==> src/design/debug_defs.svh <==
`ifndef DEBUG_DEFS_SVH
`define DEBUG_DEFS_SVH

// Word width of the core datapath and of every debug transfer.
`define DEBUG_DATA_WIDTH 16
`define DEBUG_CREDITS 2      // Request credits, which is also the executor queue depth.
`define DEBUG_MEM_DEPTH 256  // Words in the memory the debugger can reach.

// Host register map on the 8-bit bus. Address 7 is unused and reads as zero.
`define DEBUG_REG_MODE   3'd0
`define DEBUG_REG_OP     3'd1
`define DEBUG_REG_DL     3'd2 // Data word, low byte.
`define DEBUG_REG_DH     3'd3 // Data word, high byte.
`define DEBUG_REG_AL     3'd4 // Address, low byte. Bit 0 is always zero.
`define DEBUG_REG_AH     3'd5
`define DEBUG_REG_STATUS 3'd6

`endif

==> src/design/debugMemory.sv <==
`timescale 1ns/1ns
`include "debug_defs.svh"

module debugMemory (
	input  logic                                CLK,
	input  logic [$clog2(`DEBUG_MEM_DEPTH)-1:0] addr,   // Word index.
	input  logic [`DEBUG_DATA_WIDTH-1:0]        wrData,
	input  logic                                we,
	output logic [`DEBUG_DATA_WIDTH-1:0]        rdData
);

	logic [`DEBUG_DATA_WIDTH-1:0] mem [`DEBUG_MEM_DEPTH];

	// Single port. A write and a read at the same edge return the old word.
	always_ff @(posedge CLK) begin
		if (we)
			mem[addr] <= wrData;
		rdData <= mem[addr]; // Registered read, so data follows the address by one cycle.
	end

endmodule

==> config.mk <==
export PLATFORM = sky130hd
export DESIGN_NAME = debugMemory
export DESIGN_NICKNAME = d
export VERILOG_FILES = /design/src/design/debugMemory.sv
export VERILOG_INCLUDE_DIRS = /design/src /design/src/design
export SDC_FILE = /design/constraint.sdc
export NUM_CORES = 2
export LEC_CHECK = 0
export ABC_CLOCK_PERIOD_IN_PS = 4100
export BUFFER_PORTS_ARGS = -buffer_cell sky130_fd_sc_hd__buf_4
export CAP_MARGIN = 20
export CORE_MARGIN = 10
export CORE_UTILIZATION = 55
export CTS_CLUSTER_SIZE = 10
export DETAILED_ROUTE_END_ITERATION = 10
export PLACE_DENSITY = 0.7
export SETUP_SLACK_MARGIN = 0.02
export SLEW_MARGIN = 20
export SYNTH_ARGS = -nofsm -noshare
export SYNTH_HDL_FRONTEND = slang
export SYNTH_SLANG_ARGS = --single-unit
==> constraint.sdc <==
create_clock -name CLK -period 4.1 [get_ports CLK]
set_input_delay 0.615 -clock CLK [delete_from_list [all_inputs] [get_ports CLK]]
set_output_delay 0.615 -clock CLK [all_outputs]
set_load 0.01 [all_outputs]
==> qor.txt <==
Largest net degree at the start of global routing: 135
Hold Fails Final Rpt: 0
Critical Path AT: 4410 ps
First-pass GRT wire length: 574.7 mm
Post-Synth Simple-Gate Area: 0.9074%
Main combinational cell family by area after synthesis: multiplexers
Post-synth top flop: edfxtp_1
Status: complete, no violations
PwrDens: 483.3 nW/um^2
Synthesized instance count: 6727
Synth top area cells: edfxtp_1, mux4_2, a22oi_1
Total Routed Length: 400.1 mm
Power, Total: 85.74 mW
Worst-margin pin slew: 1225 ps
Post-route ant nets: 0
Area leader, netlist: edfxtp_1
Worst setup path startpoint: addr[0]
DR WL/cell: 35.34 um
Crit Path Max Fanout: 46
#FFs+latches synth: 4112
CTS Buf Count: 452
P_leak: 55.13 nW
Clock sink count: 4112
Crit Path Class: input port to register
Critical Path End Type: register
DP HPWL: 233.6 mm
Die height: 551.6 um
Fin area: 177400 sq um
Number of global-route vias before repair: 77340
Setup Buffers After CTS: 0
Io pins: 42
Mapped Area: 155400 sq um
CTS tree: yes
First-pass DRT Iterations: 6
Post-synth EDFFs: 4096
Worst VDD drop: 0.3756 mV
Final Wtd Congestion: 0.8901
Cell variety after synth: 22
CTS max path bufs: 4
CP Launch Type: input port
Adder-cell share of the synthesized area: 0%
Hold Path Origin: wrData[4]
RSZ-0062 raised after global routing: false
FP Rows: 195
Syn Nets: 6753
Port-buffer cells: 41
Count of final setup violators: 0
DP Area: 165100 sq um
Final nets: 7484
Area Overhead vs Synth: 14.15%
Clock Latency Late Sink: 990 ps
Overall routing resource usage: 26.22%
H-tree levels: 5
Most frequent cells in the layout: edfxtp_1, mux4_2, buf_4, a22oi_1, clkbuf_16
Fmax: 277.3 MHz
R2R cell count: 6
Min Tclk post-route: 3606 ps
Mux share of post-synthesis cell area: 14.84%
Max_cap viols: 0
Clock transition at the registers of the reported paths: 60 ps
Syn Area/Cell: 23.10 sq um
Asr flop ratio synth: 0%
CTS Root Cell: clkbuf_16
Total gr overflow: 0
Core ar.: 281800 sq um
Hold path depth: 1
Die area: 304200 sq um
Vias per cell: 6.776
FF/Latch Area: 123300 sq um
Max-slew violations: 0
Starting Density: 55.14%
Top cell type's share of synthesized area: 79.15%
Hold crit path type: input port to register
Starting DRC count in detailed routing: 11210
Reg2reg start: mem[239][14]$_DFFE_PP_
Max transition margin: 17.24%
Worst Path Required: 4910 ps
DR vias: 76730
Sequential share of the synthesized area: 79.36%
Initial antenna violation count: 15
Max Clock Skew: 90.00 ps
Most common cell after layout, fill and taps aside: edfxtp_1
Final Cycle Share: 87.95%
Area of the multi-input gates: 30690 sq um
Ys Warns: 0
Post-synthesis compound-gate area fraction: 3.659%
Die Width: 551.6 um
Share of cells above drive strength 1: 30.35%
XOR/XNOR share of the synthesized area: 0%
DRC: 0
# fillers: 18130
Hold buffers post-CTS: 0
Gates resized, CTS repair: 0
## cell type report
| cell class | count | area share [%] |
|---|---|---|
| Tap cell | 3743 | 2.640 |
| Multi-Input combinational cell | 2194 | 17.30 |
| Sequential cell | 4112 | 69.52 |
| Inverter | 1 | 0.002116 |
| Clock inverter | 28 | 0.2694 |
| Clock buffer | 542 | 6.632 |
| Timing Repair Buffer | 697 | 3.631 |
| Antenna cell | 7 | 0.009875 |
## cell families (layout without fill, tap and decap cells)
| group | Yosys count | in the layout |
|---|---|---|
| buf+inv | 421 | 1268 |
| flops | 4112 | 4112 |
| compound gates | 832 | 832 |
| mux | 1024 | 1024 |
| simple gates | 338 | 338 |
| other cells | 0 | 7 |
## critical path: stages
cell and delay (ps):
buf_16 370, buf_12 310, buf_4 320, mux4_2 530
a22oi_1 380, a21oi_1 150, o41ai_1 1100, buf_4 320
nand4_1 100
## final timing paths
kind | to | slack (ps)
min reg2reg | rdData[14]$_DFF_P_ | 980
min | mem[64][4]$_DFFE_PP_ | 110
max | rdData[14]$_DFF_P_ | 490
max reg2reg | rdData[14]$_DFF_P_ | 990
## Yosys cell counts, drive strengths merged, types with 7 or more instances
cell type / instances
nand2: 28
nor2: 232
buf: 171
o41ai: 64
nor3: 30
a21oi: 256
nand3: 13
mux4: 1024
edfxtp: 4096
nor2b: 7
nand4: 16
dfxtp: 16
clkbuf: 249
a22oi: 512
## where the power goes
group          total (mW)  internal, mW  switching (mW)
registers            46.5          46.4          0.0954
logic                4.16          1.49            2.67
clock network        35.1          19.9            15.2
## metrics by stage
| stage | hold slack (ps) | worst slack [ps] | setup TNS (ps) | utilization, % | instances |
|---|---|---|---|---|---|
| 3_5_place_dp | 941.5 | -377.5 | -996.1 | 58.59 | 10750 |
| 2_1_floorplan | 713.9 | 786.8 | 0 | - | 6727 |
| 4_1_cts | 86.05 | 630.1 | 0 | 62.93 | 11320 |
| 6_report | 108.5 | 494.2 | 0 | 62.95 | 11320 |
| 5_1_grt | 102.8 | 588.5 | 0 | 62.94 | 11320 |
| 3_3_place_gp | 931.7 | -835.3 | -5708 | 58.55 | 10740 |
## state kept, by name (all words and copies together), names as in the netlist
register,flops
mem,4096
rdData,16
## per-layer routing
layer  share of wire (%)  wire [um]  up-vias  GRT usage, %
li1                    -          -    30290             -
met4                 4.6      18380       12         10.13
met5               0.021         83        -             0
met1                  36     145700    40580         36.55
met2                  48     191700     5066         41.16
met3                  11      44270      784         5.788
Power figures use the tool's default switching activity.
