$ cat src/design/debugPkg.sv
package debugPkg;

	// Selects one host register on the 3-bit bus address.
	typedef logic [2:0] hostRegAddr;

	// One host write after it has crossed into the CLK domain.
	typedef struct packed {
		logic       valid; // High for exactly one cycle per host write.
		hostRegAddr addr;  // Register that was written.
		logic [7:0] data;  // Byte the host put on the bus.
	} hostWrite;

	// Mode register as the host writes it.
	// Stop sits in bit 0 and clearFlags in bit 1.
	typedef struct packed {
		logic clearFlags; // Writing a one clears the sticky dropped flag.
		logic stop;       // Holds the core so that queued requests may run.
	} modeReg;

	// Op register as the host writes it.
	// Bit 0 enables address auto-increment, bits 3 to 1 carry the opcode.
	typedef struct packed {
		logic [2:0] opcode;        // Encoded as coreReqPkg::debugOp.
		logic       autoIncrement; // Step the address by one word per issued request.
	} opReg;

endpackage

$ cat src/design/debugSync.sv
`timescale 1ns/1ns

module debugSync (
	input  logic                 CLK,
	input  logic                 reset,
	input  debugPkg::hostRegAddr hostAddr,
	input  logic [7:0]           hostDin,
	input  logic                 hostWrn,
	output debugPkg::hostWrite   write
);

	logic                 wrnMeta;    // First stage. It may go metastable.
	logic                 wrnSync;    // Second stage, safe to use in the CLK domain.
	logic                 wrnLast;    // Delayed copy for the edge detector.
	logic                 writeValid; // Registered write event.
	debugPkg::hostRegAddr addrHold;
	logic [7:0]           dataHold;

	// The host keeps address and data stable while the strobe is low.
	// Every edge in that window samples them, so the last sample is the written value.
	always_ff @(posedge CLK) begin
		if (!hostWrn) begin
			addrHold <= hostAddr;
			dataHold <= hostDin;
		end
	end

	always_ff @(posedge CLK) begin
		if (reset) begin
			wrnMeta    <= 1'b1; // The strobe idles high.
			wrnSync    <= 1'b1;
			wrnLast    <= 1'b1;
			writeValid <= 1'b0;
		end else begin
			wrnMeta    <= hostWrn;
			wrnSync    <= wrnMeta;
			wrnLast    <= wrnSync;
			writeValid <= wrnSync & ~wrnLast; // A rising strobe ends the host write.
		end
	end

	// The hold registers are frozen once the strobe is high, so they are settled
	// long before the event pulse on the third edge after the rise.
	assign write = '{valid: writeValid, addr: addrHold, data: dataHold};

endmodule

$ cat config.mk
export PLATFORM = sky130hd
export DESIGN_NAME = debugSync
export DESIGN_NICKNAME = d
export VERILOG_FILES = /design/src/design/debugPkg.sv /design/src/design/debugSync.sv
export SDC_FILE = /design/constraint.sdc
export NUM_CORES = 1
export LEC_CHECK = 0
export BUFFER_PORTS_ARGS = -buffer_cell sky130_fd_sc_hd__buf_4
export CORE_AREA = 2 2 39 41
export CTS_CLUSTER_SIZE = 30
export DETAILED_ROUTE_END_ITERATION = 6
export DIE_AREA = 0 0 41 43
export GPL_ROUTABILITY_DRIVEN = 0
export PLACE_DENSITY = 0.61
export SYNTH_ARGS = -nofsm -noshare
export SYNTH_HDL_FRONTEND = slang
export SYNTH_SLANG_ARGS = --single-unit
$ cat constraint.sdc
create_clock -name CLK -period 1.6 [get_ports CLK]
set_clock_uncertainty 0.15 [all_clocks]
set_input_delay 0.32 -clock CLK [delete_from_list [all_inputs] [get_ports CLK]]
set_output_delay 0.32 -clock CLK [all_outputs]
set_load 0.02 [all_outputs]
==> key figures <==
Status
  – Outcome: completed

Cells and area
  – Nets: 64
  – Syn-to-layout area delta: 50.8%
  – Finished Core Util: 0.488
  – Layout cells sized above 1: 0.592
  – Final non-filler cell area: 676 um^2
  – Antenna Cells: 0
  – Post-Layout Cell Count: 65

Synth
  – Number of synthesized register bits: 15
  – Primary FF master, synth: edfxtp_1
  – Cell variety after synth: 6
  – Syn Nets: 35
  – Top cell type's share of synthesized area: 0.737
  – Syn. warnings: 0
  – Synth Cell Area: 448 um^2
  – Top cells by area, synth: edfxtp_1 (74%), dfxtp_1 (18%), or2_1 (4.2%)
  – Synth cell count leaders: edfxtp_1 (11), dfxtp_1 (4), or2_1 (3)
  – Area leader, netlist: edfxtp_1
  – FFs w/ async S/R, synth: 0
  – Register area share after synthesis: 0.916
  – Number of synthesized flops with an enable pin: 11
  – Syn Area/Cell: 21.3 um^2
  – Syn Inst Count: 21
  – Most frequent cell after synthesis: edfxtp_1

Clock tree
  – CTS tree: yes
  – CTS Buf Count: 3
  – CTS Root Cell: clkbuf_4
  – Clk sinks: 15
  – Hold_buf cts: 0
  – Post_cts resized: 0
  – Worst-Skew Late Latency: 270 ps
  – Postcts setup bufs: 0
  – H-tree levels: 1
  – Clock Tree Buf Depth: 2
  – CTS clk-pin slew, worst paths: 80 ps

STA
  – Fin crit share: 0.806
  – WHS: 69.4 ps
  – FMAX: 0.776 GHz
  – Slew Limit Fails: 0
  – Final number of hold-violating endpoints: 0
  – RSZ-0062 raised after global routing: false
  – Least-Margin Pin Slew: 400 ps
  – Final setup TNS: 0 ps
  – Final min period: 1290 ps
  – Max_slew headroom: 0.733
  – Final setup fails: 0

Floorplan
  – Die Y: 43 um
  – Die W: 41 um
  – Rows: 14
  – I/O pin total: 26
  – Core Region: 0.00138 mm^2
  – Die Area: 0.00176 mm^2
  – Starting Density: 0.324

Pwr
  – Comb pwr share: 0.127
  – Switching power: 163 uW
  – Cell Pwr Density: 1110 mW/mm^2
  – Clock power share: 0.270
  – Seq pwr share: 0.603
  – Switching fraction of total power: 0.218
  – Leak: 0.290 nW
  – Internal: 586 uW
  – Worst VDD drop: 0.554 mV

Drt
  – Number of routed nets with antenna violations: 0
  – DRC errors left: 0
  – 1st-pass router iterations: 4
  – 1st-iter DRT viols: 1
  – WL final: 765 um
  – DR WL/cell: 11.8 um
  – DR vias/cell: 4.17
  – Routed via count: 271

GRT
  – GRT met3 Usage: 0.0366
  – Initial antenna violation count: 0
  – GR Layer Usage met1: 0.0775
  – GRT overflow: 0
  – GRT Total Usage: 0.0898
  – Vias in the first global route: 264
  – First-pass GRT wire length: 1000 um
  – GR peak layer: met2
  – Met2 GRT Util: 0.144
  – Largest net degree at the start of global routing: 12

Placement
  – Post-Place Cell Area: 648 um^2
  – Placed Cells incl. Taps: 61
  – Port-buffer cells: 25

Setup path
  – Buf/Inv on CP: 1
  – CP delay by family, top: flip-flops
  – Levels on crit path: 1
  – Worst Path Max Fanout: 1
  – Crit path cell chain: buf_4
  – CP arrival: 820 ps
  – Critical path's slowest cell: edfxtp_1
  – Reg2Reg Depth: 1
  – Crit path kind: flop to output port
  – Critical path's largest stage delay: 380 ps
  – Worst path required time: 1130 ps
  – Critical path capture point type: output port
  – Startpoint types: flop

Hold path
  – Hold Crit Depth: 1
  – Hold WC Path Type: primary input to flop

Run
  – Max cap viols: 0
## worst paths after layout
path / startpoint / to / slack (ps)
worst max-delay path: dataHold[5] / write[5] / 310
worst max register to register: wrnSync / wrnLast / 820
worst min-delay path: hostDin[2] / dataHold[2] / 70
worst min register to register: wrnLast / writeValid / 250
## layout by cell type, fill, tap and decap left out
master,instances
edfxtp_1,11
clkinv_2,1
clkbuf_4,3
nor3b_1,1
buf_4,25
inv_1,1
dfxtp_1,4
or2_1,3
## per-stage QoR
stage | power, mW | setup WS, ps
final | 0.749 | 311
after global routing | 0.789 | 260
after CTS | 0.758 | 290
after detailed placement | 0.558 | 350
after global placement | 0.555 | 396
after floorplan | 0.497 | 565
## power by group through the flow
stage,Sequential (mW),Combinational (mW),Clock [mW]
final,0.451,0.0949,0.202
after global routing,0.453,0.101,0.234
after CTS,0.452,0.0967,0.210
after floorplan,0.490,0.00725,0
after global placement,0.460,0.0951,0
after detailed placement,0.461,0.0966,0
## area by class of cell
class	count	area, um^2
multi-input combinational	4	26.3
sequential	15	410
clock inverter	1	5.00
fill	130	708
tap	16	20.0
timing repair buffer	25	188
inverter	1	3.75
clock buffer	3	22.5
## state kept, by name (all words and copies together) (netlist names)
register,count
writeValid,1
wrnLast,1
dataHold,8
wrnMeta,1
addrHold,3
wrnSync,1
## layer usage
metal	vias to the layer above	routed length, um
met1	123	266
met5	-	0
li1	129	-
met2	19	378
met3	0	119
met4	0	0
## cells by family after synthesis
group	Yosys count	share of synthesized area
AND/OR/NAND/NOR	4	0.0587
buffers and inverters	2	0.0251
flip-flops	15	0.916
Power figures use the tool's default switching activity.
