**src/design/debug_defs.svh**
```systemverilog
`ifndef DEBUG_DEFS_SVH
`define DEBUG_DEFS_SVH

// Word width of the core datapath and of every debug transfer.
`define DEBUG_DATA_WIDTH 16
`define DEBUG_CREDITS 2      // Request credits, which is also the executor queue depth.
`define DEBUG_MEM_DEPTH 256  // Words in the memory the debugger can reach.

// Host register map on the 8-bit bus. Address 7 is unused and reads as zero.
`define DEBUG_REG_MODE   3'd0
`define DEBUG_REG_OP     3'd1
`define DEBUG_REG_DL     3'd2 // Data word, low byte.
`define DEBUG_REG_DH     3'd3 // Data word, high byte.
`define DEBUG_REG_AL     3'd4 // Address, low byte. Bit 0 is always zero.
`define DEBUG_REG_AH     3'd5
`define DEBUG_REG_STATUS 3'd6

`endif

```
**src/design/coreReqPkg.sv**
```systemverilog
`include "debug_defs.svh"

package coreReqPkg;

	// Operations the core side carries out for the debugger.
	typedef enum logic [2:0] {
		opNop      = 3'd0,
		opReadMem  = 3'd1,
		opWriteMem = 3'd2,
		opReadReg  = 3'd3,
		opWriteReg = 3'd4,
		opReadPc   = 3'd5,
		opWritePc  = 3'd6
	} debugOp;

	// One request from the port. The register index is addr[4:1].
	typedef struct packed {
		logic                         valid;
		debugOp                       op;
		logic [`DEBUG_DATA_WIDTH-1:0] addr; // Byte address with bit 0 at zero.
		logic [`DEBUG_DATA_WIDTH-1:0] data; // Write data, ignored by reads.
	} debugRequest;

	// Completion of one request. Each valid pulse gives one credit back.
	typedef struct packed {
		logic                         valid;
		logic                         hasData; // Set for the three read ops.
		logic [`DEBUG_DATA_WIDTH-1:0] data;
	} debugResponse;

	typedef enum logic [1:0] {stIdle, stMemRead, stRespond} execState;

endpackage

```
**src/design/debugExecutor.sv**
```systemverilog
`timescale 1ns/1ns
`include "debug_defs.svh"

module debugExecutor (
	input  logic                                  CLK,
	input  logic                                  reset,
	input  logic                                  stop,
	input  coreReqPkg::debugRequest               request,
	output coreReqPkg::debugResponse              response,
	output logic [$clog2(`DEBUG_MEM_DEPTH)-1:0]   memAddr,
	output logic [`DEBUG_DATA_WIDTH-1:0]          memWrData,
	output logic                                  memWe,
	input  logic [`DEBUG_DATA_WIDTH-1:0]          memRdData
);

	localparam int queueDepth   = `DEBUG_CREDITS; // The port never has more in flight.
	localparam int ptrWidth     = (queueDepth > 1) ? $clog2(queueDepth) : 1;
	localparam int memAddrWidth = $clog2(`DEBUG_MEM_DEPTH);

	coreReqPkg::debugRequest      queue [queueDepth];
	logic [ptrWidth-1:0]          wrPtr;
	logic [ptrWidth-1:0]          rdPtr;
	logic [$clog2(queueDepth+1)-1:0] count;
	logic                         pop;
	coreReqPkg::debugRequest      cur;     // Request being carried out.
	coreReqPkg::execState         state;
	logic [`DEBUG_DATA_WIDTH-1:0] regBank [16];
	logic [`DEBUG_DATA_WIDTH-1:0] pc;
	logic [3:0]                   regIndex;
	logic [`DEBUG_DATA_WIDTH-1:0] readData;
	logic                         readOp;

	function automatic logic [ptrWidth-1:0] nextPtr(input logic [ptrWidth-1:0] ptr);
		return (ptr == ptrWidth'(queueDepth - 1)) ? '0 : ptr + 1'b1;
	endfunction

	// Requests leave the queue one at a time and only while the core is held.
	assign pop      = stop && (count != '0) && (state == coreReqPkg::stIdle);
	assign regIndex = cur.addr[4:1];
	assign readOp   = cur.op inside {coreReqPkg::opReadMem, coreReqPkg::opReadReg,
		coreReqPkg::opReadPc};

	// The memory sees the current request's word index throughout the operation.
	assign memAddr   = cur.addr[memAddrWidth:1];
	assign memWrData = cur.data;
	assign memWe     = (state == coreReqPkg::stRespond) && (cur.op == coreReqPkg::opWriteMem);

	always_comb begin
		case (cur.op)
			coreReqPkg::opReadMem: readData = memRdData;
			coreReqPkg::opReadReg: readData = regBank[regIndex];
			coreReqPkg::opReadPc:  readData = pc;
			default:               readData = '0; // Writes and nop return no data.
		endcase
	end

	always_ff @(posedge CLK) begin
		if (request.valid)
			queue[wrPtr] <= request;
		if (pop)
			cur <= queue[rdPtr];
	end

	always_ff @(posedge CLK) begin
		if (reset) begin
			wrPtr    <= '0;
			rdPtr    <= '0;
			count    <= '0;
			state    <= coreReqPkg::stIdle;
			response <= '0;
			pc       <= '0;
			for (int i = 0; i < 16; i++)
				regBank[i] <= '0;
		end else begin
			response.valid <= 1'b0;
			if (request.valid)
				wrPtr <= nextPtr(wrPtr);
			if (pop)
				rdPtr <= nextPtr(rdPtr);
			case ({request.valid, pop})
				2'b10:   count <= count + 1'b1;
				2'b01:   count <= count - 1'b1;
				default: ;
			endcase
			case (state)
				coreReqPkg::stIdle:
					if (pop) // A memory read needs one more cycle for the registered read.
						state <= (queue[rdPtr].op == coreReqPkg::opReadMem) ?
							coreReqPkg::stMemRead : coreReqPkg::stRespond;
				coreReqPkg::stMemRead:
					state <= coreReqPkg::stRespond; // The memory reads cur.addr on this edge.
				coreReqPkg::stRespond: begin
					state    <= coreReqPkg::stIdle;
					response <= '{valid: 1'b1, hasData: readOp, data: readData};
					if (cur.op == coreReqPkg::opWriteReg)
						regBank[regIndex] <= cur.data;
					if (cur.op == coreReqPkg::opWritePc)
						pc <= cur.data;
				end
				default: state <= coreReqPkg::stIdle;
			endcase
		end
	end

endmodule

```
**config.mk**
```make
export PLATFORM = sky130hd
export DESIGN_NAME = debugExecutor
export DESIGN_NICKNAME = d
export VERILOG_FILES = /design/src/design/coreReqPkg.sv /design/src/design/debugExecutor.sv
export VERILOG_INCLUDE_DIRS = /design/src /design/src/design
export SDC_FILE = /design/constraint.sdc
export NUM_CORES = 1
export LEC_CHECK = 0
export ABC_AREA = 1
export BUFFER_PORTS_ARGS = -buffer_cell sky130_fd_sc_hd__buf_2
export CORE_MARGIN = 1.5
export CORE_UTILIZATION = 35
export DETAILED_ROUTE_END_ITERATION = 16
export GPL_ROUTABILITY_DRIVEN = 0
export GPL_TIMING_DRIVEN = 0
export PLACE_DENSITY_LB_ADDON = 0.1
export SYNTH_ARGS = -nofsm -noshare
export SYNTH_HDL_FRONTEND = slang
export SYNTH_SLANG_ARGS = --single-unit
```
**constraint.sdc**
```tcl
create_clock -name CLK -period 5.15 [get_ports CLK]
set_input_delay 0.515 -clock CLK [delete_from_list [all_inputs] [get_ports CLK]]
set_output_delay 0.515 -clock CLK [all_outputs]
set_load 0.005 [all_outputs]
```
==> results_dict.tcl <==
set metrics [dict create \
    synth_top_family_by_area "simple AND/OR/NAND/NOR gates" \
    end_kind "flop" \
    grt_start_max_net_pins 37 \
    slowest_delay_ns 0.62 \
    fill_cells 4887 \
    synth-seq-cells 382 \
    clock_sinks 382 \
    synthCells 1760 \
    ctsLongestPathBuffers 3 \
    power_density_nw_per_um2 415 \
    routedWlPerCell_um 20.5 \
    fin_tns_setup_ns 0 \
    finalCriticalPeriod_ns 3.07 \
    cts_tree "yes" \
    start_util_pct 35.5 \
    drtAntennaViolNets 0 \
    synth.net_count 1816 \
    peakVddDrop_mv 0.300 \
    dp_hpwl_mm 37.4 \
    antenna_found_initial 0 \
    fin_skew_ns 0.0182 \
    coreArea_sq_um 48800 \
    antennaDiodeCount 0 \
    vias 12500 \
    tightest_slew_ns 1.17 \
    path_clk_slew_ns 0.06 \
    slew_headroom_pct 21.8 \
    grt_usage_pct 21.3 \
    row_count 81 \
    cp_slowest_cell "nor3_4" \
    cp-start-kind "flop" \
    dieHeight_um 225 \
    max_freq_ghz 0.326 \
    worstPathRequired_ns 5.35 \
    die_area_sq_um 50800 \
    synth_compound_area_share_pct 2.57 \
    numCtsBuffers 45 \
    final_cell_mix "427 x nand2_1, 337 x edfxtp_1, 219 x nor2_1, 213 x inv_1, 193 x nand3_1" \
    hold_path.class "in -> reg" \
    timing.reg2reg.worst_path_depth 9 \
    worstPathArrival_ns 3.27 \
    h-tree-depth 2 \
    multiInputGateArea_sq_um 4770 \
    postCtsSetupBuffers 0 \
    outcome "finished clean" \
    ctsResizeCount 0 \
    grt_pass1_wl_mm 77.8 \
    synth.distinct_cells 29 \
    drcViolationCount 0 \
    synth_area_per_cell_sq_um 9.84 \
    synthAdderAreaFrac_pct 0.0722 \
    via_per_inst 4.79 \
    synth.area.mux_share_pct 1.62 \
    port_buffers 89 \
    crit_fanout 16 \
    drive_gt1_share_pct 15.3 \
    synthSimpleGateAreaFrac_pct 23.1 \
    grt-ovfl-total 0 \
    hold_viol_final 0 \
    path_common_cell "nor2_4" \
    synth_area_sq_um 17300 \
    rsz0062_at_grt "false" \
    yosysSeqAreaShare_pct 63.6 \
    ys_warn_count 0 \
    slew_viol_final 0 \
    wl_mm 53.4 \
    hold_buffers 0 \
    power.leakage_uw 0.00860 \
    die_w_um 225 \
    fin_util_pct 41.2 \
    io_pins 98 \
    worstSetupPathType "reg -> reg" \
    nNetsFinal 1953 \
    clkLatencyLatePin_ns 0.58 \
    holdPathStages 1 \
    setup_viol 0 \
    synth_xor_area_share_pct 0.0505 \
    drtIter0Drc 1209 \
    firstDrtPassIters 5 \
    path_cells "inv_1 > nor2_4 > inv_2 > nor2_4 > nand4_4 > nor3_4 > nand2_4 > buf_6 > nand2_1" \
    post-route-period-util_pct 59.6 \
    final_common_cell "nand2_1" \
    first_global_vias 12100 \
    seqCellArea_sq_um 11000 \
    syn2layout_area_growth_pct 16.1 \
    cap_viol_max_count 0 \
    cts_root_buf "clkbuf_16" \
]
cells in the mapped netlist (all sizes together):
master,number,area share [%]
mux2,25,1.6
clkinv,17,0.37
o211ai,1,0.043
buf,53,2.4
nand4,1,0.12
ha,1,0.072
clkbuf,71,1.5
o21a,1,0.043
xor2,1,0.051
dfxtp,45,5.2
o21ai,25,0.72
a21oi,37,1.1
nor2,268,6.6
nand3,193,5.6
a22oi,16,0.69
nand2,443,10
inv,215,4.7
edfxtp,337,58
nor3,8,0.49
nor4,2,0.11
stage by stage:
| stage | setup slack [ns] | total power (uW) | hold WS [ns] | area (sq um) | std cells |
|---|---|---|---|---|---|
| 3_3_place_gp | 1.96 | 5160 | 0.436 | 18600 | 2513 |
| 6_report | 2.08 | 8350 | 0.119 | 20100 | 2598 |
| 4_1_cts | 2.07 | 8400 | 0.0916 | 20100 | 2597 |
| 3_5_place_dp | 1.94 | 5160 | 0.449 | 18600 | 2513 |
| 5_1_grt | 1.95 | 8640 | 0.105 | 20100 | 2598 |
| 2_1_floorplan | 2.71 | 4480 | 0.417 | 17300 | 1760 |
cells by family after synthesis:
kind of cell	count (synthesis)
compound gates	80
xor+xnor	1
fa+ha+maj	1
buf+inv	356
flops	382
mux	25
simple gates	915
final timing paths:
path	to	slack, ns	start
worst min-delay path	queue[1][22]$_DFFE_PP_	0.12	request[22]
worst min register to register	count[1]$_SDFFE_PP0P_	0.45	count[1]$_SDFFE_PP0P_
worst max register to register	regBank[3][9]$_SDFFCE_PN0P_	2.08	state[1]$_SDFFE_PP0P_
worst max-delay path	regBank[3][9]$_SDFFCE_PN0P_	2.08	state[1]$_SDFFE_PP0P_
where the power goes:
| group | internal (uW) | leakage (uW) | total [uW] | switching, uW |
|---|---|---|---|---|
| logic | 376 | 0.00410 | 1530 | 1160 |
| registers | 3520 | 0.00376 | 3580 | 58.1 |
| clock network | 1930 | 0.000739 | 3240 | 1300 |
| total | 5830 | 0.00860 | 8350 | 2520 |
registers in the layout (all words and copies together) (netlist names), named ones only:
signal / flops
wrPtr: 1
count: 2
state: 2
memAddr: 8
rdPtr: 1
memWrData: 16
response: 18
cur: 3
pc: 16
regBank: 256
queue: 54
critical path, delay by kind of cell (launching register included):
kind / cells / cell delay (ns)
flops: 1 / 0.35
buf+inv: 3 / 0.38
simple gates: 6 / 1.94
routing by layer:
metal  share of wire [%]  up-vias  global-route usage, %
li1                    -     5940                      -
met5                   0        -                      0
met4                 3.1        0                   7.58
met2                  46      380                   33.8
met3                 5.8       89                   3.16
met1                  46     6041                   29.6
final cells by class:
class | count | share of cell area [%]
clock inverter | 24 | 1.06
multi-input combinational | 1022 | 23.7
sequential | 382 | 54.8
buffer | 124 | 3.36
clock buffer | 60 | 6.34
timing repair buffer | 90 | 2.31
inverter | 232 | 4.33
tap | 664 | 4.13
No activity file was read; power rests on OpenSTA's default activity.
