===== src/design/debug_defs.svh =====
`ifndef DEBUG_DEFS_SVH
`define DEBUG_DEFS_SVH

// Word width of the core datapath and of every debug transfer.
`define DEBUG_DATA_WIDTH 16
`define DEBUG_CREDITS 2      // Request credits, which is also the executor queue depth.
`define DEBUG_MEM_DEPTH 256  // Words in the memory the debugger can reach.

// Host register map on the 8-bit bus. Address 7 is unused and reads as zero.
`define DEBUG_REG_MODE   3'd0
`define DEBUG_REG_OP     3'd1
`define DEBUG_REG_DL     3'd2 // Data word, low byte.
`define DEBUG_REG_DH     3'd3 // Data word, high byte.
`define DEBUG_REG_AL     3'd4 // Address, low byte. Bit 0 is always zero.
`define DEBUG_REG_AH     3'd5
`define DEBUG_REG_STATUS 3'd6

`endif


===== src/design/debugPkg.sv =====
package debugPkg;

	// Selects one host register on the 3-bit bus address.
	typedef logic [2:0] hostRegAddr;

	// One host write after it has crossed into the CLK domain.
	typedef struct packed {
		logic       valid; // High for exactly one cycle per host write.
		hostRegAddr addr;  // Register that was written.
		logic [7:0] data;  // Byte the host put on the bus.
	} hostWrite;

	// Mode register as the host writes it.
	// Stop sits in bit 0 and clearFlags in bit 1.
	typedef struct packed {
		logic clearFlags; // Writing a one clears the sticky dropped flag.
		logic stop;       // Holds the core so that queued requests may run.
	} modeReg;

	// Op register as the host writes it.
	// Bit 0 enables address auto-increment, bits 3 to 1 carry the opcode.
	typedef struct packed {
		logic [2:0] opcode;        // Encoded as coreReqPkg::debugOp.
		logic       autoIncrement; // Step the address by one word per issued request.
	} opReg;

endpackage


===== src/design/coreReqPkg.sv =====
`include "debug_defs.svh"

package coreReqPkg;

	// Operations the core side carries out for the debugger.
	typedef enum logic [2:0] {
		opNop      = 3'd0,
		opReadMem  = 3'd1,
		opWriteMem = 3'd2,
		opReadReg  = 3'd3,
		opWriteReg = 3'd4,
		opReadPc   = 3'd5,
		opWritePc  = 3'd6
	} debugOp;

	// One request from the port. The register index is addr[4:1].
	typedef struct packed {
		logic                         valid;
		debugOp                       op;
		logic [`DEBUG_DATA_WIDTH-1:0] addr; // Byte address with bit 0 at zero.
		logic [`DEBUG_DATA_WIDTH-1:0] data; // Write data, ignored by reads.
	} debugRequest;

	// Completion of one request. Each valid pulse gives one credit back.
	typedef struct packed {
		logic                         valid;
		logic                         hasData; // Set for the three read ops.
		logic [`DEBUG_DATA_WIDTH-1:0] data;
	} debugResponse;

	typedef enum logic [1:0] {stIdle, stMemRead, stRespond} execState;

endpackage


===== src/design/debugPort.sv =====
`timescale 1ns/1ns
`include "debug_defs.svh"

module debugPort (
	input  logic                       CLK,
	input  logic                       reset,
	input  debugPkg::hostWrite         write,
	input  debugPkg::hostRegAddr       hostAddr,
	input  logic                       hostRdn,
	output logic [7:0]                 hostDout,
	output logic                       stop,
	output coreReqPkg::debugRequest    request,
	input  coreReqPkg::debugResponse   response
);

	debugPkg::modeReg             mode;
	debugPkg::modeReg             newMode;    // Mode byte of the current host write.
	debugPkg::opReg               op;
	debugPkg::opReg               newOp;      // Op byte of the current host write.
	logic [`DEBUG_DATA_WIDTH-1:0] addr;       // Word address with bit 0 held at zero.
	logic [`DEBUG_DATA_WIDTH-1:0] wrData;     // Data word assembled from DL and DH.
	logic [`DEBUG_DATA_WIDTH-1:0] wrDataNext; // Data word including this cycle's DH byte.
	logic [`DEBUG_DATA_WIDTH-1:0] rdData;     // Last data returned by the core side.
	logic [1:0]                   credits;
	logic                         readValid;
	logic                         dropped;    // Sticky. A request found no credit.
	logic                         writeMode;
	logic                         writeOp;
	logic                         writeDh;
	logic                         wantIssue;  // The host event asks for a request.
	logic                         issue;      // A credit is free and the request goes out.
	logic                         issueAuto;

	assign newMode   = debugPkg::modeReg'(write.data[1:0]);
	assign newOp     = debugPkg::opReg'(write.data[3:0]);
	assign writeMode = write.valid && (write.addr == `DEBUG_REG_MODE);
	assign writeOp   = write.valid && (write.addr == `DEBUG_REG_OP);
	assign writeDh   = write.valid && (write.addr == `DEBUG_REG_DH);

	// A streamed write must carry the high byte that triggered it.
	assign wrDataNext = writeDh ? {write.data, wrData[7:0]} : wrData;

	// An op write issues its new opcode. A DH write repeats the current op when streaming.
	assign wantIssue = writeOp || (writeDh && op.autoIncrement);
	assign issue     = wantIssue && (credits != 2'd0);
	assign issueAuto = writeOp ? newOp.autoIncrement : op.autoIncrement;
	assign stop      = mode.stop;

	always_ff @(posedge CLK) begin
		if (reset) begin
			mode      <= '0;
			op        <= '0;
			addr      <= '0;
			wrData    <= '0;
			rdData    <= '0;
			credits   <= 2'(`DEBUG_CREDITS);
			readValid <= 1'b0;
			dropped   <= 1'b0;
			request   <= '0;
		end else begin
			if (write.valid) begin
				case (write.addr)
					`DEBUG_REG_MODE: mode <= newMode;
					`DEBUG_REG_OP:   op <= newOp;
					`DEBUG_REG_DL:   wrData[7:0] <= write.data;
					`DEBUG_REG_DH:   wrData[15:8] <= write.data;
					`DEBUG_REG_AL:   addr[7:0] <= {write.data[7:1], 1'b0}; // Word aligned.
					`DEBUG_REG_AH:   addr[15:8] <= write.data;
					default:         ; // Status and address 7 ignore writes.
				endcase
			end
			// The address moves on as the request leaves, so several can be in flight.
			if (issue && issueAuto)
				addr <= addr + 'd2;
			request.valid <= issue; // One-cycle pulse.
			if (issue) begin
				request.op   <= coreReqPkg::debugOp'(writeOp ? newOp.opcode : op.opcode);
				request.addr <= addr;
				request.data <= wrDataNext;
			end
			// One credit leaves with each request and one returns with each response.
			case ({issue, response.valid})
				2'b10:   credits <= credits - 2'd1;
				2'b01:   credits <= credits + 2'd1;
				default: ;
			endcase
			if (issue)
				readValid <= 1'b0; // Old read data is stale once a new request is out.
			if (response.valid && response.hasData) begin
				readValid <= 1'b1;
				rdData    <= response.data;
			end
			if (wantIssue && !issue)
				dropped <= 1'b1;
			else if (writeMode && newMode.clearFlags)
				dropped <= 1'b0;
		end
	end

	// Read-back follows the bus address while the read strobe is low.
	always_comb begin
		hostDout = 8'h00;
		if (!hostRdn) begin
			case (hostAddr)
				`DEBUG_REG_MODE:   hostDout = {6'b0, mode};
				`DEBUG_REG_OP:     hostDout = {4'b0, op};
				`DEBUG_REG_DL:     hostDout = rdData[7:0];
				`DEBUG_REG_DH:     hostDout = rdData[15:8];
				`DEBUG_REG_AL:     hostDout = addr[7:0];
				`DEBUG_REG_AH:     hostDout = addr[15:8];
				`DEBUG_REG_STATUS: hostDout = {4'b0, dropped, readValid, credits};
				default:           hostDout = 8'h00;
			endcase
		end
	end

endmodule


===== config.mk =====
export PLATFORM = sky130hd
export DESIGN_NAME = debugPort
export DESIGN_NICKNAME = d
export VERILOG_FILES = /design/src/design/debugPkg.sv /design/src/design/coreReqPkg.sv /design/src/design/debugPort.sv
export VERILOG_INCLUDE_DIRS = /design/src /design/src/design
export SDC_FILE = /design/constraint.sdc
export NUM_CORES = 1
export LEC_CHECK = 0
export BUFFER_PORTS_ARGS = -buffer_cell sky130_fd_sc_hd__buf_2
export CELL_PAD_IN_SITES_DETAIL_PLACEMENT = 0
export CELL_PAD_IN_SITES_GLOBAL_PLACEMENT = 1
export CORE_ASPECT_RATIO = 0.9
export CORE_MARGIN = 2
export CORE_UTILIZATION = 43
export CTS_BUF_LIST = sky130_fd_sc_hd__clkbuf_16
export CTS_CLUSTER_SIZE = 20
export DETAILED_ROUTE_END_ITERATION = 8
export PLACE_DENSITY = 0.81
export SLEW_MARGIN = 5
export SYNTH_ARGS = -nofsm -noshare
export SYNTH_HDL_FRONTEND = slang
export SYNTH_SLANG_ARGS = --single-unit

===== constraint.sdc =====
create_clock -name CLK -period 4.2 [get_ports CLK]
set_input_delay 0.84 -clock CLK [delete_from_list [all_inputs] [get_ports CLK]]
set_output_delay 0.84 -clock CLK [all_outputs]
set_load 0.01 [all_outputs]

==> results of run 1 <==
## where the power goes
group	switching, mW	internal, mW	total, mW
Sequential	0.0210	0.896	0.917
Combinational	0.0952	0.0602	0.155
Clock	0.368	0.477	0.845
Total	0.484	1.43	1.92
## logic make-up (layout without fill, tap and decap cells)
family	Yosys count	after routing	synth area share
simple gates	191	191	0.221
compound gates	119	119	0.191
flops	92	92	0.459
buf+inv	40	102	0.0446
mux	28	28	0.0723
fa+ha+maj	2	2	0.00624
xor+xnor	2	2	0.00437
other cells	1	1	0.000935
## routing by layer
layer / global-route usage / share of wire / vias up
met1: 0.289 / 0.46 / 1724
met2: 0.330 / 0.45 / 106
met5: 0 / 0 / -
met3: 0.0451 / 0.062 / 29
li1: - / - / 1812
met4: 0.0932 / 0.027 / 0
## how the worst max path moves through the flow
stage                         endpoint  cells after the start   startpoint
2_1_floorplan  credits[1]$_SDFFE_PP1P_                     10     write[9]
3_3_place_gp               hostDout[1]                      6  hostAddr[0]
3_5_place_dp               hostDout[1]                      6  hostAddr[0]
4_1_cts                    hostDout[1]                      6  hostAddr[0]
5_1_grt                    hostDout[1]                      6  hostAddr[0]
6_report                   hostDout[1]                      6  hostAddr[0]
## flip-flops by register name, indices dropped and copies added (netlist names), 2 cells and up
name / cells
credits: 2
request: 35
wrData: 16
addr: 15
op: 4
rdData: 16
## final cells by class
class,instances,area [um^2],share of cell area
multi-input cells,343,2000,0.422
repair buffers,82,418,0.0880
flip-flops and latches,92,1840,0.388
inverters,4,15.0,0.00316
clock buffers,9,225,0.0474
clock inverters,7,92.6,0.0195
well taps,122,153,0.0321
## synth_stat cells (all sizes together), types with 7 or more instances
master	instances
a211oi	18
a21oi	52
a221oi	8
a22oi	8
a31oi	10
buf	16
clkbuf	20
dfxtp	92
mux2i	23
nand2	98
nor2	42
o311ai	7
or4	8
## per-stage QoR
stage	worst slack (ps)	std cells	hold WS (ps)	total power, mW
6_report	1180	659	450	1.92
5_1_grt	1040	659	470	2.00
4_1_cts	1150	659	453	1.94
3_5_place_dp	1150	643	443	1.09
3_3_place_gp	1190	643	440	1.09
2_1_floorplan	1490	475	431	1.03
## worst max-delay path: stages
cell	delay, ps
buf_2	320
mux2_2	380
a221oi_1	230
o22ai_1	130
nor2b_1	140
buf_2	140
==> summary.md, run 1 <==
| Metric | Value |
|---|---|
| Outcome | `completed` |
| DRT antenna net count | `0` |
| Post-synthesis cell area | `4010 um^2` |
| Cell area after layout | `4750 um^2` |
| Final Cycle Share | `0.720` |
| Minimum clock period | `3020 ps` |
| Reg-to-reg slack, setup | `1820 ps` |
| Die area | `10100 um^2` |
| Core ar. | `9080 um^2` |
| R2R cell count | `6` |
| Most frequent cells in the layout | `nand2_1 (98), dfxtp_1 (92), buf_2 (79)` |
| Via density | `5.57` |
| Achievable frequency | `331 MHz` |
| Final core utilization | `0.523` |
| Critical path type | `in -> out` |
| RSZ-0062 raised after global routing | `no` |
| Max-cap violations | `0` |
| Routability-driven placement congestion ratio | `0.868` |
| Reg clk slew, reported paths | `70 ps` |
| I/O pin total | `81` |
| EDFF count, synth | `0` |
| Synthesized area per cell | `8.45 um^2` |
| Syn_nets | `513` |
| DR vias | `3671` |
| Max Root-Sink Buffers | `2` |
| Hold Violations, Final | `0` |
| Worst Clk Skew | `6.90 ps` |
| Fin. max-slew vios | `0` |
| Synth area leaders | `dfxtp_1 (46%), nand2_1 (9.2%), a21oi_1 (6.5%)` |
| Rows | `33` |
| Leakage | `1.84 nW` |
| Detailed Place HPWL | `7170 um` |
| Largest net degree at the start of global routing | `64` |
| Clk_lat worst skew | `340 ps` |
| Vias in the first global route | `3317` |
| Average wire per standard cell | `15.9 um` |
| Cell area power density | `404 nW/um^2` |
| Most common cell after layout, fill and taps aside | `nand2_1` |
| Peak VDD IR | `0.000237 V` |
| Reg-to-Reg End | `credits[1]$_SDFFE_PP1P_` |
| Synth top area share | `0.459` |
| Hold Path Sink | `request[28]$_SDFFE_PP0P_` |
| Final setup fails | `0` |
| CP arrival | `2180 ps` |
| Ys flop type | `dfxtp_1` |
| Congestion Overflow GR | `0` |
| Die width | `106 um` |
| Critical path required time | `3360 ps` |
| CTS Sinks | `92` |
| Slew @ Worst Pin | `1130 ps` |
| Fillers | `911` |
| Hold Path Class | `reg -> reg` |
| Area delta synth->final | `18.3%` |
| H-Tree Depth | `3` |
| Type of origin of the critical path | `primary input` |
| Antenna diode count | `0` |
| Hold-fix buffers, CTS | `0` |
| Unique masters post-synth | `49` |
| CTS tree | `yes` |
| Max_slew headroom | `0.250` |
| Initial antenna violation count | `0` |
| WHS Path Cells | `2` |
| DRC violations left | `0` |
| Port Buffer Count | `79` |
| CTS-repair resized insts | `0` |
| DR iter-0 viols | `142` |
| Mapped Cells | `475` |
| Global-route wire length before repair | `16900 um` |
| Starting Density | `0.442` |
| #FFs+latches synth | `92` |
| Crit Path Max Fanout | `20` |
| DP Area | `4430 um^2` |
| Yosys warning total | `0` |
| Setup Buffers After CTS | `0` |
| Sequential-to-total area share from yosys stat | `0.459` |
| Layout cells sized above 1 | `0.210` |
| Router iterations before antenna repair | `5` |
| Worst R2R Start | `credits[1]$_SDFFE_PP1P_` |
| Worst hold start | `request[28]$_SDFFE_PP0P_` |
| Chip Height | `95.6 um` |
| Asr flop ratio synth | `0` |
| Final nets | `570` |
| Setup TNS | `0 ps` |
| Routed wire length | `10500 um` |
| TritonCTS buffer count | `9` |
| CP Capture Type | `output pin` |
| Clk Tree Root Cell | `clkbuf_16` |
| Total track usage | `0.213` |
| Largest area contributor in the netlist | `dfxtp_1` |
Power figures use the tool's default switching activity.
==> run 2, diff against run 1 <==
Settings changed: ABC_AREA set to 1, CORE_UTILIZATION 43 to 35, PLACE_DENSITY 0.81 to 0.73.
Clock period 4.2 ns to 2.7 ns, I/O delays scaled along.
==> run 2 against run 1 <==
Against the previous run: global-route usage decreased by 2.2 points; register-to-register slack got worse by 830 ps; design area is 4.4% higher; combinational power is 54% higher; sequential power rose by 56%; routed wire length up 10%; clock skew decreased by 1.5 ps; clock power rose by 36%; clock-buffer cell count did not move.
==> summary.md, run 2 <==
| Metric | Value |
|---|---|
| Worst slack, placed | `456 ps (was 1150 ps)` |
| Sequential-to-total area share from yosys stat | `0.441 (was 0.459)` |
| Post-synth top cells | `nor2_1 (116), nand2_1 (97), dfxtp_1 (92) (was nand2_1 (98), dfxtp_1 (92), a21oi_1 (52))` |
| Asr flop ratio synth | `0 (unchanged)` |
| Layout cells sized above 1 | `0.174 (was 0.210)` |
| Global-route wire length before repair | `19000 um (was 16900 um)` |
| DRC violations left | `0 (unchanged)` |
| Final Cycle Share | `0.816` |
| Clk pwr share | `0.408 (was 0.441)` |
| Die area | `12800 um^2 (was 10100 um^2)` |
| Minimum clock period | `2200 ps` |
| Worst Clk Skew | `5.44 ps (was 6.90 ps)` |
| DRT antenna net count | `0 (unchanged)` |
| Fin. max-slew vios | `0 (unchanged)` |
| TritonCTS buffer count | `9 (unchanged)` |
| Most frequent cells in the layout | `nor2_1 (116), nand2_1 (97), dfxtp_1 (92) (was nand2_1 (98), dfxtp_1 (92), buf_2 (79))` |
| H-Tree Depth | `3 (unchanged)` |
| Routability-driven placement congestion ratio | `0.840 (was 0.868)` |
| Max reg flops | `35 (unchanged)` |
| Most frequent cell after synthesis | `nor2_1 (was nand2_1)` |
| Top Registers | `request (35), rdData (16), wrData (16) (unchanged)` |
| Critical path required time | `2160 ps (was 3360 ps)` |
| I/O pin total | `81 (unchanged)` |
| Max-cap violations | `0 (unchanged)` |
| Routed met2 length | `5250 um (was 4690 um)` |
| Cell area power density | `568 nW/um^2 (was 404 nW/um^2)` |
| CP Capture Type | `output pin (unchanged)` |
| Port Buffer Count | `79 (unchanged)` |
| Peak VDD IR | `0.000345 V (was 0.000237 V)` |
| Vias in the first global route | `3757 (was 3317)` |
| CP arrival | `1660 ps (was 2180 ps)` |
| Most common cell after layout, fill and taps aside | `nor2_1 (was nand2_1)` |
| Core ar. | `11500 um^2 (was 9080 um^2)` |
| CTS tree | `yes (unchanged)` |
| Critical path type | `in -> out (unchanged)` |
| Critical path's largest stage delay | `190 ps (was 380 ps)` |
| RSZ-0062 raised after global routing | `no (unchanged)` |
| Largest area contributor in the netlist | `dfxtp_1 (unchanged)` |
| Chip Height | `108 um (was 95.6 um)` |
| Congestion Overflow GR | `0 (unchanged)` |
| Unique masters post-synth | `32 (was 49)` |
| Outcome | `completed (unchanged)` |
| Final core utilization | `0.430 (was 0.523)` |
| Largest net degree at the start of global routing | `49 (was 64)` |
| DR vias | `3946 (was 3671)` |
| Area delta synth->final | `18.7% (was 18.3%)` |
| Router iterations before antenna repair | `5 (unchanged)` |
| Seq pwr share | `0.507 (was 0.478)` |
| Internal Power | `2.10 mW (was 1.43 mW)` |
| Average wire per standard cell | `14.0 um (was 15.9 um)` |
| Clk_lat worst skew | `350 ps (was 340 ps)` |
| DR iter-0 viols | `215 (was 142)` |
| Hold Path Class | `in -> reg (was reg -> reg)` |
| CTS Sinks | `92 (unchanged)` |
| Highest Signal Layer | `met4 (unchanged)` |
| Post-synthesis cell area | `4180 um^2 (was 4010 um^2)` |
| #FFs+latches synth | `92 (unchanged)` |
| Final setup fails | `0 (unchanged)` |
| Setup TNS | `0 ps (unchanged)` |
| Leakage | `2.28 nW (was 1.84 nW)` |
| Slowest CP cell | `inv_1 (was mux2_2)` |
| Final nets | `701 (was 570)` |
| Comb pwr share | `0.085 (was 0.081)` |
| Setup Buffers After CTS | `0 (unchanged)` |
| Syn_nets | `630 (was 513)` |
| Most flops, register | `request (unchanged)` |
| CTS-repair resized insts | `0 (unchanged)` |
| EDFF count, synth | `0 (unchanged)` |
| Ys flop type | `dfxtp_1 (unchanged)` |
| Initial antenna violation count | `0 (unchanged)` |
| Rows | `37 (was 33)` |
| Crit Path Max Fanout | `6 (was 20)` |
| Starting Density | `0.362 (was 0.442)` |
| Synth area leaders | `dfxtp_1 (44%), nor2_1 (10%), nand2_1 (8.7%) (was dfxtp_1 (46%), nand2_1 (9.2%), a21oi_1 (6.5%))` |
| Metal1 wirelength | `5440 um (was 4850 um)` |
| Hold Violations, Final | `0 (unchanged)` |
| Detailed Place HPWL | `8460 um (was 7170 um)` |
| Worst Slack Setup Final | `498 ps (was 1180 ps)` |
| Via density | `4.79 (was 5.57)` |
| Die width | `119 um (was 106 um)` |
| Max Root-Sink Buffers | `2 (unchanged)` |
| CP Cell Sequence | `buf_2 -> inv_1 -> nand3_1 -> inv_1 -> nand2_1 -> o21ai_0 -> nor2_1 -> a21oi_1 -> buf_2 (was buf_2 -> mux2_2 -> a221oi_1 -> o22ai_1 -> nor2b_1 -> buf_2)` |
| Reg clk slew, reported paths | `60 ps (was 70 ps)` |
| Hold-fix buffers, CTS | `0 (unchanged)` |
| Routed wire length | `11500 um (was 10500 um)` |
| Antenna diode count | `0 (unchanged)` |
| Switching share of power | `0.253 (about the same)` |
| Type of origin of the critical path | `primary input (unchanged)` |
| Clk Tree Root Cell | `clkbuf_16 (unchanged)` |
| Total track usage | `0.192 (was 0.213)` |
| Achievable frequency | `454 MHz` |
| Synthesized area per cell | `7.05 um^2 (was 8.45 um^2)` |
| Yosys warning total | `0 (unchanged)` |
| Mapped Cells | `592 (was 475)` |
| P_sw | `712 uW (was 484 uW)` |
| Met3 wire length | `667 um (was 650 um)` |
| Synth top area share | `0.441 (was 0.459)` |
==> run 2: critical path, delay by kind of cell <==
family	cells	cell delay, ps
and+or+nand+nor	3	290
AOI/OAI and AO/OA	2	260
buffers and inverters	4	570
==> run 2: path summary, 6_finish.rpt <==
kind	slack [ps]	end	start	depth (start not counted)
max	500	hostDout[1]	hostAddr[2]	9
min	440	rdData[10]$_SDFFE_PP0P_	response[10]	3
max reg2reg	990	addr[9]$_SDFFE_PP0P_	addr[2]$_SDFFE_PP0P_	9
min reg2reg	470	rdData[13]$_SDFFE_PP0P_	rdData[13]$_SDFFE_PP0P_	2
==> run 2: metal layers <==
metal  GRT usage  vias up
li1            -     2062
met1       0.247     1775
met2       0.306       96
met3      0.0556       13
met4      0.0672        0
met5           0        -
==> run 2: power groups by stage <==
stage | Clock [mW] | Sequential (mW) | Combinational, mW
floorplan | 0 | 1.45 | 0.148
global placement | 0 | 1.46 | 0.236
detailed placement | 0 | 1.46 | 0.240
CTS | 1.19 | 1.43 | 0.241
global route | 1.26 | 1.43 | 0.274
finish | 1.15 | 1.43 | 0.238
==> run 2: cell type report <==
type / instances / area (um^2)
flip-flops and latches: 92 / 1840
clock buffers: 9 / 225
clock inverters: 7 / 42.5
multi-input cells: 411 / 1960
repair buffers: 86 / 460
inverters: 63 / 236
well taps: 156 / 195
fillers: 1211 / 6570
==> run 2: logic make-up (layout without fill, tap and decap cells) <==
logic type	count (synthesis)	after routing	synth area share
XOR/XNOR	6	6	0.0126
buffers and inverters	89	165	0.0905
other	1	1	0.000898
AND/OR/NAND/NOR	285	285	0.290
adder cells (fa/ha/maj)	2	2	0.00599
flip-flops	92	92	0.441
AO/OA/AOI/OAI	117	117	0.159
==> run 2: stage by stage <==
stage	power, mW	hold slack, ps	cells	cell area [um^2]
after floorplan	1.60	430	592	4180
after global placement	1.69	453	808	4690
after detailed placement	1.70	455	808	4690
after CTS	2.86	434	824	4960
after global routing	2.97	453	824	4960
final	2.81	444	824	4960
==> run 3, diff against run 2 <==
Clock period 2.7 ns to 1.91 ns, I/O delays scaled along.
==> run 3 against run 2 <==
Against the previous run: critical path depth shrank 4; clock power increased by 50%; via count increased by 0.61%; utilization increased by 1.1 points; combinational power is 48% higher; register-to-register slack worse by 650 ps; clock-buffer cell count is the same; sequential share of layout area shrank 0.84 points; die area is the same; sequential power grew 41%; setup slack lost 410 ps.
==> summary.md, run 3 (synthesized netlist as in run 2, its figures left out) <==
| Metric | Value |
|---|---|
| Outcome | `completed (unchanged)` |
| CP Capture Type | `output pin (unchanged)` |
| Starting Density | `0.362 (unchanged)` |
| Max Root-Sink Buffers | `2 (unchanged)` |
| Grt met1 use | `0.248 (was 0.247)` |
| Most frequent cells in the layout | `nor2_1 (116), nand2_1 (97), dfxtp_1 (89) (was nor2_1 (116), nand2_1 (97), dfxtp_1 (92))` |
| Worst R2R Start | `credits[0]$_SDFFE_PP0P_ (was addr[2]$_SDFFE_PP0P_)` |
| Rows | `37 (unchanged)` |
| Hold Violations, Final | `0 (unchanged)` |
| Footprint of the multi-input gates | `1980 um^2 (was 1960 um^2)` |
| Layout Cells excl Fill | `830 (was 824)` |
| Congestion Overflow GR | `0 (unchanged)` |
| Achievable frequency | `550 MHz` |
| Initial antenna violation count | `0 (unchanged)` |
| Clk_lat worst skew | `350 ps (about the same)` |
| Largest net degree at the start of global routing | `65 (was 49)` |
| RSZ-0062 raised after global routing | `no (unchanged)` |
| DR vias | `3970 (was 3946)` |
| Die width | `119 um (unchanged)` |
| CP Buf/Inv Count | `2 (was 4)` |
| Worst hold start | `response[9] (was response[10])` |
| DRT antenna net count | `0 (unchanged)` |
| Top Registers | `request (35), rdData (16), wrData (16) (unchanged)` |
| Peak VDD IR | `0.000432 V (was 0.000345 V)` |
| Routability-driven placement congestion ratio | `0.855 (was 0.840)` |
| Type of origin of the critical path | `flop (was primary input)` |
| Router iterations before antenna repair | `4 (was 5)` |
| Hold Path Class | `in -> reg (unchanged)` |
| Average wire per standard cell | `14.2 um (was 14.0 um)` |
| Critical path's largest stage delay | `320 ps (was 190 ps)` |
| Final Cycle Share | `0.951` |
| TritonCTS buffer count | `9 (unchanged)` |
| Setup TNS | `0 ps (unchanged)` |
| Hold slack | `278 ps (was 444 ps)` |
| Grt met3 use | `0.0487 (was 0.0556)` |
| Final nets | `707 (was 701)` |
| Core ar. | `11500 um^2 (unchanged)` |
| I/O pin total | `81 (unchanged)` |
| CTS tree | `yes (unchanged)` |
| Critical path required time | `1530 ps (was 2160 ps)` |
| CTS Sinks | `92 (unchanged)` |
| Hold-fix buffers, CTS | `0 (unchanged)` |
| DR iter-0 viols | `230 (was 215)` |
| Area delta synth->final | `21.7% (was 18.7%)` |
| Via density | `4.78 (was 4.79)` |
| Total power | `4.10 mW (was 2.81 mW)` |
| Die area | `12800 um^2 (unchanged)` |
| Layout cells sized above 1 | `0.194 (was 0.174)` |
| DRC violations left | `0 (unchanged)` |
| Fillers | `1208 (was 1211)` |
| GR Layer Usage met2 | `0.307 (was 0.306)` |
| Leakage | `2.33 nW (was 2.28 nW)` |
| Critical path origin | `addr[15]$_SDFFE_PP0P_ (was hostAddr[2])` |
| Detailed Place HPWL | `8670 um (was 8460 um)` |
| CP Cell Sequence | `inv_1 -> o21ai_0 -> a221oi_1 -> nor2_1 -> buf_2 (was buf_2 -> inv_1 -> nand3_1 -> inv_1 -> nand2_1 -> o21ai_0 -> nor2_1 -> a21oi_1 -> buf_2)` |
| Clk Tree Root Cell | `clkbuf_16 (unchanged)` |
| FF+latch area | `1850 um^2 (was 1840 um^2)` |
| Reg clk slew, reported paths | `60 ps (about the same)` |
| Max reg flops | `35 (unchanged)` |
| Worst Clk Skew | `5.15 ps (was 5.44 ps)` |
| Global-route wire length before repair | `19000 um (about the same)` |
| Max-cap violations | `0 (unchanged)` |
| CP top delay family | `compound AO/OA/AOI/OAI gates (was buffers and inverters)` |
| Minimum clock period | `1820 ps` |
| Most flops, register | `request (unchanged)` |
| Antenna diode count | `0 (unchanged)` |
| Crit Path Max Fanout | `3 (was 6)` |
| Final setup fails | `0 (unchanged)` |
| H-Tree Depth | `3 (unchanged)` |
| Routed wire length | `11800 um (was 11500 um)` |
| Slowest CP cell | `dfxtp_1 (was inv_1)` |
| Port Buffer Count | `79 (unchanged)` |
| Chip Height | `108 um (unchanged)` |
| Fin. max-slew vios | `0 (unchanged)` |
| GRT Max-Usage Layer | `met2 (unchanged)` |
| Total track usage | `0.193 (was 0.192)` |
| CP arrival | `1430 ps (was 1660 ps)` |
| Most common cell after layout, fill and taps aside | `nor2_1 (unchanged)` |
| Placed instance count | `814 (was 808)` |
| Critical path type | `reg -> out (was in -> out)` |
| Cell area power density | `807 nW/um^2 (was 568 nW/um^2)` |
| Vias in the first global route | `3691 (was 3757)` |
run 3: cell count changes in the layout (fill, tap and decap cells not counted), moves of 2 or more:
cell / before / now
inv_2: 2 / 6
nand3_2: 0 / 2
buf_12: 1 / 4
inv_1: 59 / 56
buf_4: 6 / 9
nand3_1: 57 / 55
dfxtp_2: 0 / 3
dfxtp_1: 92 / 89
run 3: layer usage:
metal	share of wire	vias to the layer above
li1	-	2067
met1	0.47	1806
met2	0.46	83
met3	0.049	14
met4	0.019	0
met5	0	-
run 3: final timing paths:
check             cells after the start                 endpoint  slack (ps)
setup / recovery                      5              hostDout[7]          90
hold / removal                        3   rdData[9]$_SDFFE_PP0P_         280
setup reg to reg                      7  credits[1]$_SDFFE_PP1P_         340
hold reg to reg                       2  rdData[13]$_SDFFE_PP0P_         460
run 3: power breakdown:
part	internal (mW)	switching (mW)	total [mW]	leakage, nW
logic	0.126	0.227	0.353	1.44
clock network	0.995	0.735	1.73	0.143
registers	1.98	0.0374	2.02	0.749
total	3.10	0.999	4.10	2.33
run 3: cell type report:
type / count / share of cell area
clock buffer: 9 / 0.0443
clock inverter: 7 / 0.0116
inverter: 63 / 0.0465
multi-input combinational: 411 / 0.389
sequential: 92 / 0.363
tap: 156 / 0.0384
timing repair buffer: 92 / 0.107
run 3: what timing repair did:
action	in CTS	in global routing
setup endpoints to repair	1	8
cloned	0	0
gates resized for setup	1	10
setup buffers	0	0
run 3: metrics by stage:
step | setup WS [ps] | area, um^2 | util
after CTS | 51.1 | 5060 | 0.439
after detailed placement | -9.37 | 4770 | 0.414
after floorplan | 106 | 4180 | -
after global routing | 5.48 | 5080 | 0.441
final | 93.1 | 5080 | 0.441
after global placement | 64.0 | 4770 | 0.414
run 3: worst register-to-register path: stages (launching register included):
cell	delay, ps
dfxtp_1	310
inv_1	110
nand2_1	150
nand3_4	140
ha_1	340
nor3b_1	270
a21oi_1	90
o21ai_0	90
